$ cat src/api_defines.svh
`ifndef API_DEFINES_SVH
`define API_DEFINES_SVH

// Bus widths
`define API_DW          32
`define API_AW          6

// FIFO sizing, count must hold DEPTH itself
`define API_FIFO_DEPTH  16
`define API_CNT_W       5

// Register map
`define API_ADR_TXFIFO  6'h00
`define API_ADR_RXFIFO  6'h04
`define API_ADR_STATUS  6'h08
`define API_ADR_SCK     6'h0C

`define API_EMPTY_MARK  32'h12345678    // Rx port read while rx FIFO empty
`define API_BAD_ADDR    32'hDEADDEAD    // Unmapped address

`define API_FLUSH_LEN   4               // Flush pulse in cycles

`endif

$ cat src/api_pkg.sv
`include "api_defines.svh"

package api_pkg;

        // Register offsets
        typedef enum logic [`API_AW-1:0] {
                REG_TXFIFO = `API_ADR_TXFIFO,
                REG_RXFIFO = `API_ADR_RXFIFO,
                REG_STATUS = `API_ADR_STATUS,
                REG_SCK    = `API_ADR_SCK
        } api_reg_e;

        typedef enum logic [1:0] {IDLE, LOAD, SHIFT, STORE} link_state_e;

        // Host to slave
        typedef struct packed {
                logic               cyc;
                logic               stb;
                logic               we;
                logic [`API_AW-1:0] adr;
                logic [`API_DW-1:0] dat;
        } wb_req_t;

        typedef struct packed {
                logic               ack;
                logic [`API_DW-1:0] dat;
        } wb_rsp_t;

        typedef struct packed {
                logic [`API_CNT_W-1:0] count;
                logic                  empty;
                logic                  full;
        } fifo_stat_t;

endpackage

$ cat src/api_slave.sv
`timescale 1ns/100ps
`include "api_defines.svh"

module api_slave (
        input  logic                clk,
        input  logic                rst,
        input  api_pkg::wb_req_t    wb_req,
        output api_pkg::wb_rsp_t    wb_rsp,
        output logic                tx_push,
        output logic [`API_DW-1:0]  tx_din,
        input  api_pkg::fifo_stat_t tx_stat,
        output logic                rx_pop,
        input  logic [`API_DW-1:0]  rx_dout,
        input  api_pkg::fifo_stat_t rx_stat,
        input  logic                link_busy,
        output logic                flush,
        output logic [7:0]          sck_div
);
        import api_pkg::*;

        logic                      ack;
        logic [`API_DW-1:0]        rd_dat;
        logic                      req_new;
        logic                      wr_tx;
        logic                      wr_stat;
        logic                      wr_sck;
        logic                      rd_rx;
        logic [`API_DW-1:0]        rd_mux;
        logic [`API_DW-1:0]        stat_word;
        logic [`API_FLUSH_LEN-1:0] flush_sr;

        // First cycle of a request only, ack blocks a second hit
        assign req_new = wb_req.cyc && wb_req.stb && !ack;

        // Status layout, 14 bits used
        assign stat_word = {{(`API_DW - 14){1'b0}},
                            rx_stat.count, rx_stat.empty, link_busy,
                            tx_stat.count, flush, tx_stat.full};

        // --------------------
        // Address decode
        // --------------------
        always_comb begin
                wr_tx   = 1'b0;
                wr_stat = 1'b0;
                wr_sck  = 1'b0;
                rd_rx   = 1'b0;
                rd_mux  = `API_BAD_ADDR;
                case (api_reg_e'(wb_req.adr))
                REG_TXFIFO: begin
                        wr_tx  = wb_req.we;
                        rd_mux = {{(`API_DW - `API_CNT_W){1'b0}}, tx_stat.count};
                end
                REG_RXFIFO: begin
                        rd_rx  = !wb_req.we;
                        rd_mux = rx_stat.empty ? `API_EMPTY_MARK : rx_dout;
                end
                REG_STATUS: begin
                        wr_stat = wb_req.we;
                        rd_mux  = stat_word;
                end
                REG_SCK: begin
                        wr_sck = wb_req.we;
                        rd_mux = {{(`API_DW - 8){1'b0}}, sck_div};
                end
                default: ;                      // Unmapped keeps the bad-address word
                endcase
        end

        // --------------------
        // Control registers
        // --------------------
        always_ff @(posedge clk or posedge rst) begin
                if (rst) begin
                        ack      <= 1'b0;
                        tx_push  <= 1'b0;
                        flush_sr <= '0;
                        sck_div  <= 8'd1;
                end else begin
                        ack     <= req_new;
                        tx_push <= req_new && wr_tx && !tx_stat.full;   // Full drops the word
                        // Only bit 1 of a status write does anything
                        if (req_new && wr_stat && wb_req.dat[1])
                                flush_sr <= {{(`API_FLUSH_LEN - 1){1'b0}}, 1'b1};
                        else
                                flush_sr <= flush_sr << 1;
                        if (req_new && wr_sck)
                                sck_div <= wb_req.dat[7:0];
                end
        end

        // Write word and read data, captured with the request
        always_ff @(posedge clk) begin
                if (req_new) begin
                        tx_din <= wb_req.dat;
                        rd_dat <= rd_mux;
                end
        end

        assign flush  = |flush_sr;              // High while the marker walks through
        assign rx_pop = req_new && rd_rx && !rx_stat.empty;
        assign wb_rsp = '{ack: ack, dat: rd_dat};

endmodule

$ cat src/api_top.sv
`timescale 1ns/100ps
`include "api_defines.svh"

module api_top (
        input  logic             clk,
        input  logic             rst,
        input  api_pkg::wb_req_t wb_req,
        output api_pkg::wb_rsp_t wb_rsp,
        output logic             sck,
        output logic             sdo,
        input  logic             sdi
);
        // Transmit side
        logic                tx_push;
        logic [`API_DW-1:0]  tx_din;
        logic                tx_pop;
        logic [`API_DW-1:0]  tx_dout;
        api_pkg::fifo_stat_t tx_stat;

        // Receive side
        logic                rx_push;
        logic [`API_DW-1:0]  rx_word;
        logic                rx_pop;
        logic [`API_DW-1:0]  rx_dout;
        api_pkg::fifo_stat_t rx_stat;

        logic                link_busy;
        logic                flush;
        logic [7:0]          sck_div;

        api_slave u_slave (
                .clk(clk), .rst(rst), .wb_req(wb_req), .wb_rsp(wb_rsp),
                .tx_push(tx_push), .tx_din(tx_din), .tx_stat(tx_stat),
                .rx_pop(rx_pop), .rx_dout(rx_dout), .rx_stat(rx_stat),
                .link_busy(link_busy), .flush(flush), .sck_div(sck_div)
        );

        word_fifo #(.DEPTH(`API_FIFO_DEPTH)) tx_fifo (
                .clk(clk), .rst(rst), .flush(flush), .push(tx_push), .din(tx_din),
                .pop(tx_pop), .dout(tx_dout), .stat(tx_stat)
        );

        serial_link u_link (
                .clk(clk), .rst(rst), .flush(flush), .sck_div(sck_div),
                .tx_word(tx_dout), .tx_stat(tx_stat), .rx_stat(rx_stat),
                .tx_pop(tx_pop), .rx_push(rx_push), .rx_word(rx_word),
                .busy(link_busy), .sck(sck), .sdo(sdo), .sdi(sdi)
        );

        word_fifo #(.DEPTH(`API_FIFO_DEPTH)) rx_fifo (
                .clk(clk), .rst(rst), .flush(flush), .push(rx_push), .din(rx_word),
                .pop(rx_pop), .dout(rx_dout), .stat(rx_stat)
        );

endmodule

$ cat src/serial_link.sv
`timescale 1ns/100ps
`include "api_defines.svh"

module serial_link (
        input  logic                clk,
        input  logic                rst,
        input  logic                flush,
        input  logic [7:0]          sck_div,
        input  logic [`API_DW-1:0]  tx_word,
        input  api_pkg::fifo_stat_t tx_stat,
        input  api_pkg::fifo_stat_t rx_stat,
        output logic                tx_pop,
        output logic                rx_push,
        output logic [`API_DW-1:0]  rx_word,
        output logic                busy,
        output logic                sck,
        output logic                sdo,
        input  logic                sdi
);
        import api_pkg::*;

        localparam int BW = $clog2(`API_DW);
        localparam logic [BW-1:0] LAST_BIT = BW'(`API_DW - 1);

        link_state_e        state;
        logic [7:0]         div_cnt;    // Cycles within one sck half
        logic [BW-1:0]      bit_cnt;
        logic [`API_DW-1:0] tx_shift;
        logic [`API_DW-1:0] rx_shift;
        logic               half_done;
        logic               rise_en;
        logic               fall_en;

        // Compare with >= so a smaller divider mid-word cannot wrap the counter
        assign half_done = (div_cnt >= sck_div);
        assign rise_en   = (state == SHIFT) && half_done && !sck;
        assign fall_en   = (state == SHIFT) && half_done && sck;

        // --------------------
        // Link FSM
        // --------------------
        always_ff @(posedge clk or posedge rst) begin
                if (rst) begin
                        state   <= IDLE;
                        div_cnt <= '0;
                        bit_cnt <= '0;
                        sck     <= 1'b0;
                end else if (flush) begin
                        state   <= IDLE;
                        div_cnt <= '0;
                        bit_cnt <= '0;
                        sck     <= 1'b0;
                end else begin
                        case (state)
                        IDLE: begin
                                // Start only with a word to send and room to keep it
                                if (!tx_stat.empty && !rx_stat.full)
                                        state <= LOAD;
                        end
                        LOAD: begin
                                state   <= SHIFT;
                                div_cnt <= '0;
                                bit_cnt <= '0;
                                sck     <= 1'b0;
                        end
                        SHIFT: begin
                                if (!half_done) begin
                                        div_cnt <= div_cnt + 1'b1;
                                end else begin
                                        div_cnt <= '0;
                                        sck     <= !sck;
                                        if (sck) begin          // Falling edge ends a bit
                                                bit_cnt <= bit_cnt + 1'b1;
                                                if (bit_cnt == LAST_BIT)
                                                        state <= STORE;
                                        end
                                end
                        end
                        STORE:   state <= IDLE;
                        default: state <= IDLE;
                        endcase
                end
        end

        // --------------------
        // Shift registers
        // --------------------
        always_ff @(posedge clk or posedge rst) begin
                if (rst)
                        tx_shift <= '0;
                else if (flush)
                        tx_shift <= '0;
                else if (state == LOAD)
                        tx_shift <= tx_word;
                else if (fall_en)
                        tx_shift <= {tx_shift[`API_DW-2:0], 1'b0};   // MSB first
        end

        always_ff @(posedge clk) begin
                if (rise_en)
                        rx_shift <= {rx_shift[`API_DW-2:0], sdi};
        end

        assign tx_pop  = (state == LOAD);
        assign rx_push = (state == STORE);
        assign rx_word = rx_shift;
        assign busy    = (state != IDLE);
        assign sdo     = tx_shift[`API_DW-1];

endmodule

$ cat src/word_fifo.sv
`timescale 1ns/100ps
`include "api_defines.svh"

module word_fifo #(
        parameter int DEPTH = `API_FIFO_DEPTH
) (
        input  logic                clk,
        input  logic                rst,
        input  logic                flush,
        input  logic                push,
        input  logic [`API_DW-1:0]  din,
        input  logic                pop,
        output logic [`API_DW-1:0]  dout,
        output api_pkg::fifo_stat_t stat
);
        import api_pkg::*;

        localparam int PW = $clog2(DEPTH);
        localparam logic [`API_CNT_W-1:0] FULL_CNT = DEPTH[`API_CNT_W-1:0];
        localparam fifo_stat_t STAT_CLR = '{count: '0, empty: 1'b1, full: 1'b0};

        logic [`API_DW-1:0] mem [DEPTH];
        logic [PW-1:0]      wr_ptr;
        logic [PW-1:0]      rd_ptr;
        logic               do_push;
        logic               do_pop;
        fifo_stat_t         stat_next;

        assign do_push = push && !stat.full;    // Drop when full
        assign do_pop  = pop && !stat.empty;
        assign dout    = mem[rd_ptr];            // Show-ahead

        always_comb begin
                stat_next = stat;
                case ({do_push, do_pop})
                2'b10:   stat_next.count = stat.count + 1'b1;
                2'b01:   stat_next.count = stat.count - 1'b1;
                default: ;
                endcase
                stat_next.empty = (stat_next.count == '0);
                stat_next.full  = (stat_next.count == FULL_CNT);
        end

        always_ff @(posedge clk or posedge rst) begin
                if (rst) begin
                        wr_ptr <= '0;
                        rd_ptr <= '0;
                        stat   <= STAT_CLR;
                end else if (flush) begin
                        wr_ptr <= '0;
                        rd_ptr <= '0;
                        stat   <= STAT_CLR;
                end else begin
                        if (do_push)
                                wr_ptr <= (wr_ptr == PW'(DEPTH - 1)) ? '0 : wr_ptr + 1'b1;
                        if (do_pop)
                                rd_ptr <= (rd_ptr == PW'(DEPTH - 1)) ? '0 : rd_ptr + 1'b1;
                        stat <= stat_next;
                end
        end

        always_ff @(posedge clk) begin
                if (do_push)
                        mem[wr_ptr] <= din;
        end

endmodule
$ cat config.mk
export PLATFORM = sky130hd
export DESIGN_NAME = api_top
export DESIGN_NICKNAME = d
export VERILOG_FILES = /design/src/api_pkg.sv /design/src/api_slave.sv /design/src/api_top.sv /design/src/serial_link.sv /design/src/word_fifo.sv
export VERILOG_INCLUDE_DIRS = /design/src
export SDC_FILE = /design/constraint.sdc
export NUM_CORES = 1
export LEC_CHECK = 0
export BUFFER_PORTS_ARGS = -buffer_cell sky130_fd_sc_hd__buf_2
export CAP_MARGIN = 20
export CORE_MARGIN = 10
export CORE_UTILIZATION = 56
export CTS_BUF_LIST = sky130_fd_sc_hd__clkbuf_16
export CTS_CLUSTER_DIAMETER = 120
export DETAILED_ROUTE_END_ITERATION = 10
export PLACE_DENSITY = 0.72
export SYNTH_ARGS = -nofsm -noshare
export SYNTH_HDL_FRONTEND = slang
export SYNTH_SLANG_ARGS = --single-unit
$ cat constraint.sdc
create_clock -name clk -period 8.85 [get_ports clk]
set_input_delay 1.3275 -clock clk [delete_from_list [all_inputs] [get_ports clk]]
set_output_delay 1.3275 -clock clk [all_outputs]
set_load 0.01 [all_outputs]
==> flow_summary.toml, run 1 <==
[logic_synthesis]
synthCells = 2328
async_flop_share = 0.07591
yosysSeqAreaShare = 0.7638
ys_seq_elements = 1212
yosysUniqueCellTypes = 67
synth_edf_count = 1120
synth_top_area_share = 0.7148
yosysTopAreaCell = "edfxtp_1"
ys.flop_type = "edfxtp_1"
syn_nets = 2405
syn_avg_cell_area_um2 = 20.21
synth_area_mm2 = 0.04705
synth_area_leaders = "edfxtp_1, mux4_2, dfrtp_1"
yosys_warnings = 0

[pwr]
swShare = 0.2724
power_frac_seq = 0.504
p_comb_frac = 0.172
p_per_area_mw_per_mm2 = 276.0
power.switching_mw = 3.939
p_leak_nw = 17.16
peakVddDrop_uv = 191.4
p_int_mw = 10.52
p_clk_frac = 0.325
totalPowerFinal_mw = 14.46

[setup_path]
worstPathMaxFanout = 20
path_cells = "buf_2 > or3b_2 > nor4_4 > ha_1 > xor2_1 > ha_1 > a21oi_1 > o32a_1 > a31oi_1 > mux2i_1 > o2111a_1"
arrival_ns = 4.61
cp-startpoint = "wb_req[34]"
crit_path_frequent_cell = "ha_1"
slowest_delay_ns = 0.55
critPathSlowestCell = "or3b_2"
start_kind = "input pin"
reg2reg_slack_ns = 5.02
criticalPathCategory = "input pin to register"
critPathCaptureType = "register"
reg2reg_depth = 7
r2r-start = "tx_fifo.rd_ptr[1]$_DFFE_PP0P_"
critical_path_required_ns = 9.48
r2r-end = "u_link.tx_shift[15]$_DFFE_PP0P_"

[timing]
report.final.slew_viol_count = 0
clock.fmax_mhz = 251.4
timing.max_slew.rel_slack = 0.2885
fin_setup_tns_ns = 0
fin_skew_ns = 0.02887
rsz0062_at_grt = "false"
worstMarginPinSlew_ns = 1.067
setup_viol = 0
finalCritPeriodShare = 0.4495
hold_violations = 0
period_needed_ns = 3.978

[clocking]
cts_tree = "yes"
path_clk_slew_ns = 0.07
cts.sinks = 1212
cts-resized-gates = 0
cts_buffer_depth = 3
cts_made_buffers = 115
clock_latency_ns = 0.69
holdBufCountCts = 0
ctsHtreeMaxLevel = 3
post_cts_buffers = 0
root_buffer = "clkbuf_16"

[hold_path]
hold_start = "u_link.tx_shift[10]$_DFFE_PP0P_"
hold_class = "register to register"
hold_depth = 1
whs_endpoint = "u_link.tx_shift[11]$_DFFE_PP0P_"

[die]
rows = 106
io_pins = 79
core_area_mm2 = 0.08342
start_util = 0.5640
die-area_mm2 = 0.09601
die_w_um = 309.9
dieHeight_um = 309.9

[route]
route.met2.wl_um = 54280
drt_drc_violations_left = 0
vias = 23470
drt-pass1-iter-count = 5
via_per_inst = 6.463
met3_length_um = 7429
wire_per_inst_um = 29.27
final_antenna_net_count = 0
routed.top_layer = "met5"
drtIter0Drc = 2678
wl_um = 106300
wl_met1_um = 41310

[place]
post-dp-hpwl_um = 55320
io_buffers = 78
finalWeightedCongestion = 0.7984

[global_routing]
grt_pass1_vias = 24050
grt_antenna_before_repair = 6
grt_max_degree = 114
grt.total_usage = 0.2233
grt_overflow = 0
grt_first_pass_wirelength_um = 157900

[cells_and_area]
finalNetCount = 2528
layout-drive-gt1-share = 0.2283
final_cell_mix = "edfxtp_1, mux4_2, mux2i_1, clkbuf_16, dfrtp_1"
syn2layout_area_growth_pct = 11.37
final_common_cell = "edfxtp_1"
fin_util = 0.6281

[flow_run]
maxCapViolCount = 0

[run_status]
status = "finished clean"
-- metal layers --
| layer | GRT usage | up-vias |
|---|---|---|
| li1 | - | 9878 |
| met1 | 0.2929 | 12350 |
| met2 | 0.3807 | 1020 |
| met3 | 0.03667 | 217 |
| met4 | 0.07314 | 6 |
| met5 | 0 | - |
-- through the flow --
step | instances | setup slack [ns] | instance area [µm²] | hold slack, ns
3_5_place_dp | 3413 | 4.279 | 48770 | 0.4838
3_3_place_gp | 3413 | 4.461 | 48770 | 0.4781
6_report | 3631 | 4.872 | 52400 | 0.4819
5_1_grt | 3630 | 4.636 | 52390 | 0.5202
4_1_cts | 3628 | 4.960 | 52380 | 0.4952
2_1_floorplan | 2328 | 4.660 | 47050 | 0.4315
-- layout make-up --
class,instances,area [µm²]
Fill cell,5518,31030
Inverter,28,110.1
Antenna cell,2,5.005
Sequential cell,1212,35960
Timing Repair Buffer,134,823.3
Tap cell,1080,1351
Multi-Input combinational cell,960,10540
Clock buffer,118,2953
Clock inverter,97,656.9
-- flip-flops by register name, summed over array words and instances (netlist names), 4 cells and up --
signal,count
rx_fifo.mem,512
rx_fifo.rd_ptr,4
rx_fifo.stat,7
rx_fifo.wr_ptr,4
tx_fifo.mem,512
tx_fifo.rd_ptr,4
tx_fifo.stat,7
tx_fifo.wr_ptr,4
u_link.bit_cnt,5
u_link.div_cnt,8
u_link.rx_word,32
u_link.tx_shift,32
u_slave.flush_sr,4
u_slave.rd_dat,32
u_slave.sck_div,8
u_slave.tx_din,32
-- synth_stat cells (5+ instances only) --
cell         n
ha_1        32
inv_1       27
o22a_1       9
nor2_1      53
buf_4        7
dfrtp_1     89
a22oi_1     32
o22ai_1     27
buf_1       22
nor3b_1      6
and3_1       5
mux2_2      19
a221o_1     29
a31oi_1      8
xor2_1       9
a221oi_1    49
nand2b_1    11
mux4_2     217
o21ai_0     37
nand3_1     18
nor2b_1     16
and2_1      42
o31ai_1      6
nand2_1     58
a21oi_1     49
buf_2       45
clkbuf_1    53
mux2i_1    142
edfxtp_1  1120
a211oi_1    13
nand4_1      7
nor3_1      12
-- cells by family (layout without fill, tap and decap cells) --
group	count (synthesis)	in the layout	share of synthesized area
other	0	2	0
muxes	378	378	0.1386
AOI/OAI and AO/OA	289	289	0.04462
adders and majority gates	33	33	0.008935
and+or+nand+nor	249	249	0.02755
buffers and inverters	156	377	0.01436
xor gates and xnor gates	11	11	0.002048
DFF	1212	1212	0.7638
-- how the worst max path moves through the flow --
stage               depth (start not counted)  slack [ns]                        end
floorplan                                  10        4.66  rx_fifo.stat[0]$_DFF_PP0_
global route                               11        4.64  rx_fifo.stat[0]$_DFF_PP0_
global placement                            9        4.46  rx_fifo.stat[0]$_DFF_PP0_
detailed placement                         11        4.28  rx_fifo.stat[0]$_DFF_PP0_
finish                                     11        4.87  rx_fifo.stat[0]$_DFF_PP0_
CTS                                        11        4.96  rx_fifo.stat[0]$_DFF_PP0_
-- critical path: cells and delay by family --
family	cells	cell delay, ns
simple gates	2	0.99
compound gates	4	0.78
xor+xnor	1	0.20
buf+inv	1	0.29
mux	1	0.34
fa+ha+maj	2	0.66
-- power by group through the flow --
stage          Clock [mW]  Combinational (mW)  Sequential (mW)
2_1_floorplan           0                1.96             7.10
5_1_grt              4.99                2.68             7.34
3_5_place_dp            0                2.47             7.39
6_report             4.69                2.48             7.28
4_1_cts              4.77                2.49             7.28
3_3_place_gp            0                2.40             7.35
(Power assumes the default switching activity.)
==> run 2: changes to the inputs <==
Clock period 8.85 ns to 3.8 ns, I/O delays scaled along.
==> run 2 against run 1 <==
First-iteration DRC count fell by 3.1%. Combinational power is 150% higher. Wire length rose by 0.67%. Final cell count grew 1.2%. Setup slack got worse by 4.4 ns. Worst hold slack worse by 0.44 ns. Critical endpoint is now tx_fifo.stat[0]$_DFF_PP0_.
==> flow_summary.toml, run 2 (synthesis gave the netlist of run 1 again) <==
[global_routing]
grt_overflow = 0
grt.total_usage = 0.2252
grt_max_degree = 77
grt_pass1_vias = 24520
grt_antenna_before_repair = 4
grt_first_pass_wirelength_um = 159200

[setup_path]
worst-path-buf-inv = 2
critical_path_required_ns = 4.41
critPathSlowestCell = "nor2_1"
r2r-start = "u_link.state[1]$_DFFE_PP0P_"
critPathCaptureType = "register"
cp-startpoint = "u_link.state[1]$_DFFE_PP0P_"
path_cells = "inv_1 > ha_1 > inv_1 > nor2_1 > ha_1 > ha_1 > a21o_1 > a21oi_1 > mux2i_1 > mux2i_1 > o211a_1"
arrival_ns = 3.93
start_kind = "register"
criticalPathCategory = "register to register"
cp_top_family = "adder cells"
slowest_delay_ns = 0.42
worstPathMaxFanout = 7
crit_path_frequent_cell = "ha_1"

[cells_and_area]
reg_top3 = "rx_fifo.mem (512), tx_fifo.mem (512)"
layout-drive-gt1-share = 0.2449
syn2layout_area_growth_pct = 12.91
fin_util = 0.6368
final_cell_mix = "edfxtp_1, mux4_2, mux2i_1, clkbuf_16, dfrtp_1"
fillers = 5575
stdcell_count = 3674
finalNetCount = 2566
final_common_cell = "edfxtp_1"

[timing]
fin_skew_ns = 0.05688
period_needed_ns = 3.319
hold_violations = 0
worstMarginPinSlew_ns = 1.014
rsz0062_at_grt = "false"
setup_ws_ns = 0.4812
fin_setup_tns_ns = 0
finalCritPeriodShare = 0.8734
timing.max_slew.rel_slack = 0.3243
clock.fmax_mhz = 301.3
report.final.slew_viol_count = 0
setup_viol = 0

[clocking]
cts_made_buffers = 117
cts.sinks = 1212
post_cts_buffers = 0
cts_tree = "yes"
root_buffer = "clkbuf_16"
clock_latency_ns = 0.71
path_clk_slew_ns = 0.07
cts_buffer_depth = 3
ctsHtreeMaxLevel = 3

[die]
core_area_mm2 = 0.08342
die-area_mm2 = 0.09601
rows = 106
dieHeight_um = 309.9
io_pins = 79
start_util = 0.5640
die_w_um = 309.9

[pwr]
p_clk_frac = 0.334
power_frac_seq = 0.489
p_per_area_mw_per_mm2 = 648.5
p_comb_frac = 0.177
power.switching_mw = 9.472
swShare = 0.2750
peakVddDrop_uv = 549.0
p_leak_nw = 17.48
p_int_mw = 24.97

[hold_path]
hold_start = "wb_req[11]"
hold_class = "input pin to register"

[route]
wire_per_inst_um = 29.12
final_antenna_net_count = 0
drt_drc_violations_left = 0
drtIter0Drc = 2595
wl_um = 107000
vias = 23490
via_per_inst = 6.394
drt-pass1-iter-count = 6

[place]
finalWeightedCongestion = 0.8014
pre_cts_ws_ns = 0.3734
placed_cells = 3448
io_buffers = 78
post-dp-hpwl_um = 60460

[run_status]
status = "finished clean"

[flow_run]
maxCapViolCount = 0
## run 2: cell count changes in the layout (fill, tap and decap cells not counted), sizes merged
cell,change
buf,+34
bufinv,+4
clkbuf,-1
clkinv,+19
clkinvlp,-1
diode,-1
dlygate4sd3,+2
inv,-13
## run 2: area by class of cell
class	count	area (µm²)	share of cell area
Tap cell	1080	1351	0.02544
Multi-Input combinational cell	960	10540	0.1984
Sequential cell	1212	35960	0.6769
Timing Repair Buffer	170	1274	0.02398
Antenna cell	1	2.502	0.00004711
Clock buffer	117	2928	0.05512
Clock inverter	106	958.4	0.01804
Inverter	28	110.1	0.002073
## run 2: worst paths after layout
path                                             endpoint  slack (ns)  cells after the start
min                          u_slave.tx_din[11]$_DFFE_PN_        0.04                      1
min reg2reg                     u_slave.tx_push$_DFF_PP0_        0.51                      1
max                             tx_fifo.stat[0]$_DFF_PP0_        0.48                     11
max reg2reg                     tx_fifo.stat[0]$_DFF_PP0_        0.48                     11
max in group asynchronous   u_link.div_cnt[7]$_DFFE_PP0P_        2.83                      3
min in group asynchronous  u_slave.sck_div[6]$_DFFE_PP0P_        0.11                      2
## run 2: power groups by stage
stage / Combinational (mW) / Clock [mW] / Sequential, mW
floorplan: 4.57 / 0 / 16.5
global placement: 5.92 / 0 / 17.0
detailed placement: 6.08 / 0 / 17.1
CTS: 6.12 / 11.7 / 16.8
global route: 6.57 / 12.2 / 17.0
finish: 6.09 / 11.5 / 16.8
## run 2: what timing repair did
action                    in CTS  in global routing
hold endpoints to repair       2                  0
hold buffers                   2                  0
gates resized for setup        0                  0
## run 2: per-layer routing
layer	track usage	routed length, µm	vias up
met2	0.3877	55350	983
met3	0.04219	7952	193
met1	0.2902	40830	12350
met4	0.06934	2833	6
met5	0	34	-
li1	-	-	9959
## run 2: per-stage QoR
stage | cell area (µm²) | hold slack (ns) | total power, mW
global placement | 49210 | 0.4790 | 22.91
finish | 53120 | 0.03728 | 34.45
CTS | 53120 | 0.0008005 | 34.63
global route | 53120 | 0.01689 | 35.74
floorplan | 47050 | 0.4315 | 21.10
detailed placement | 49210 | 0.4867 | 23.17
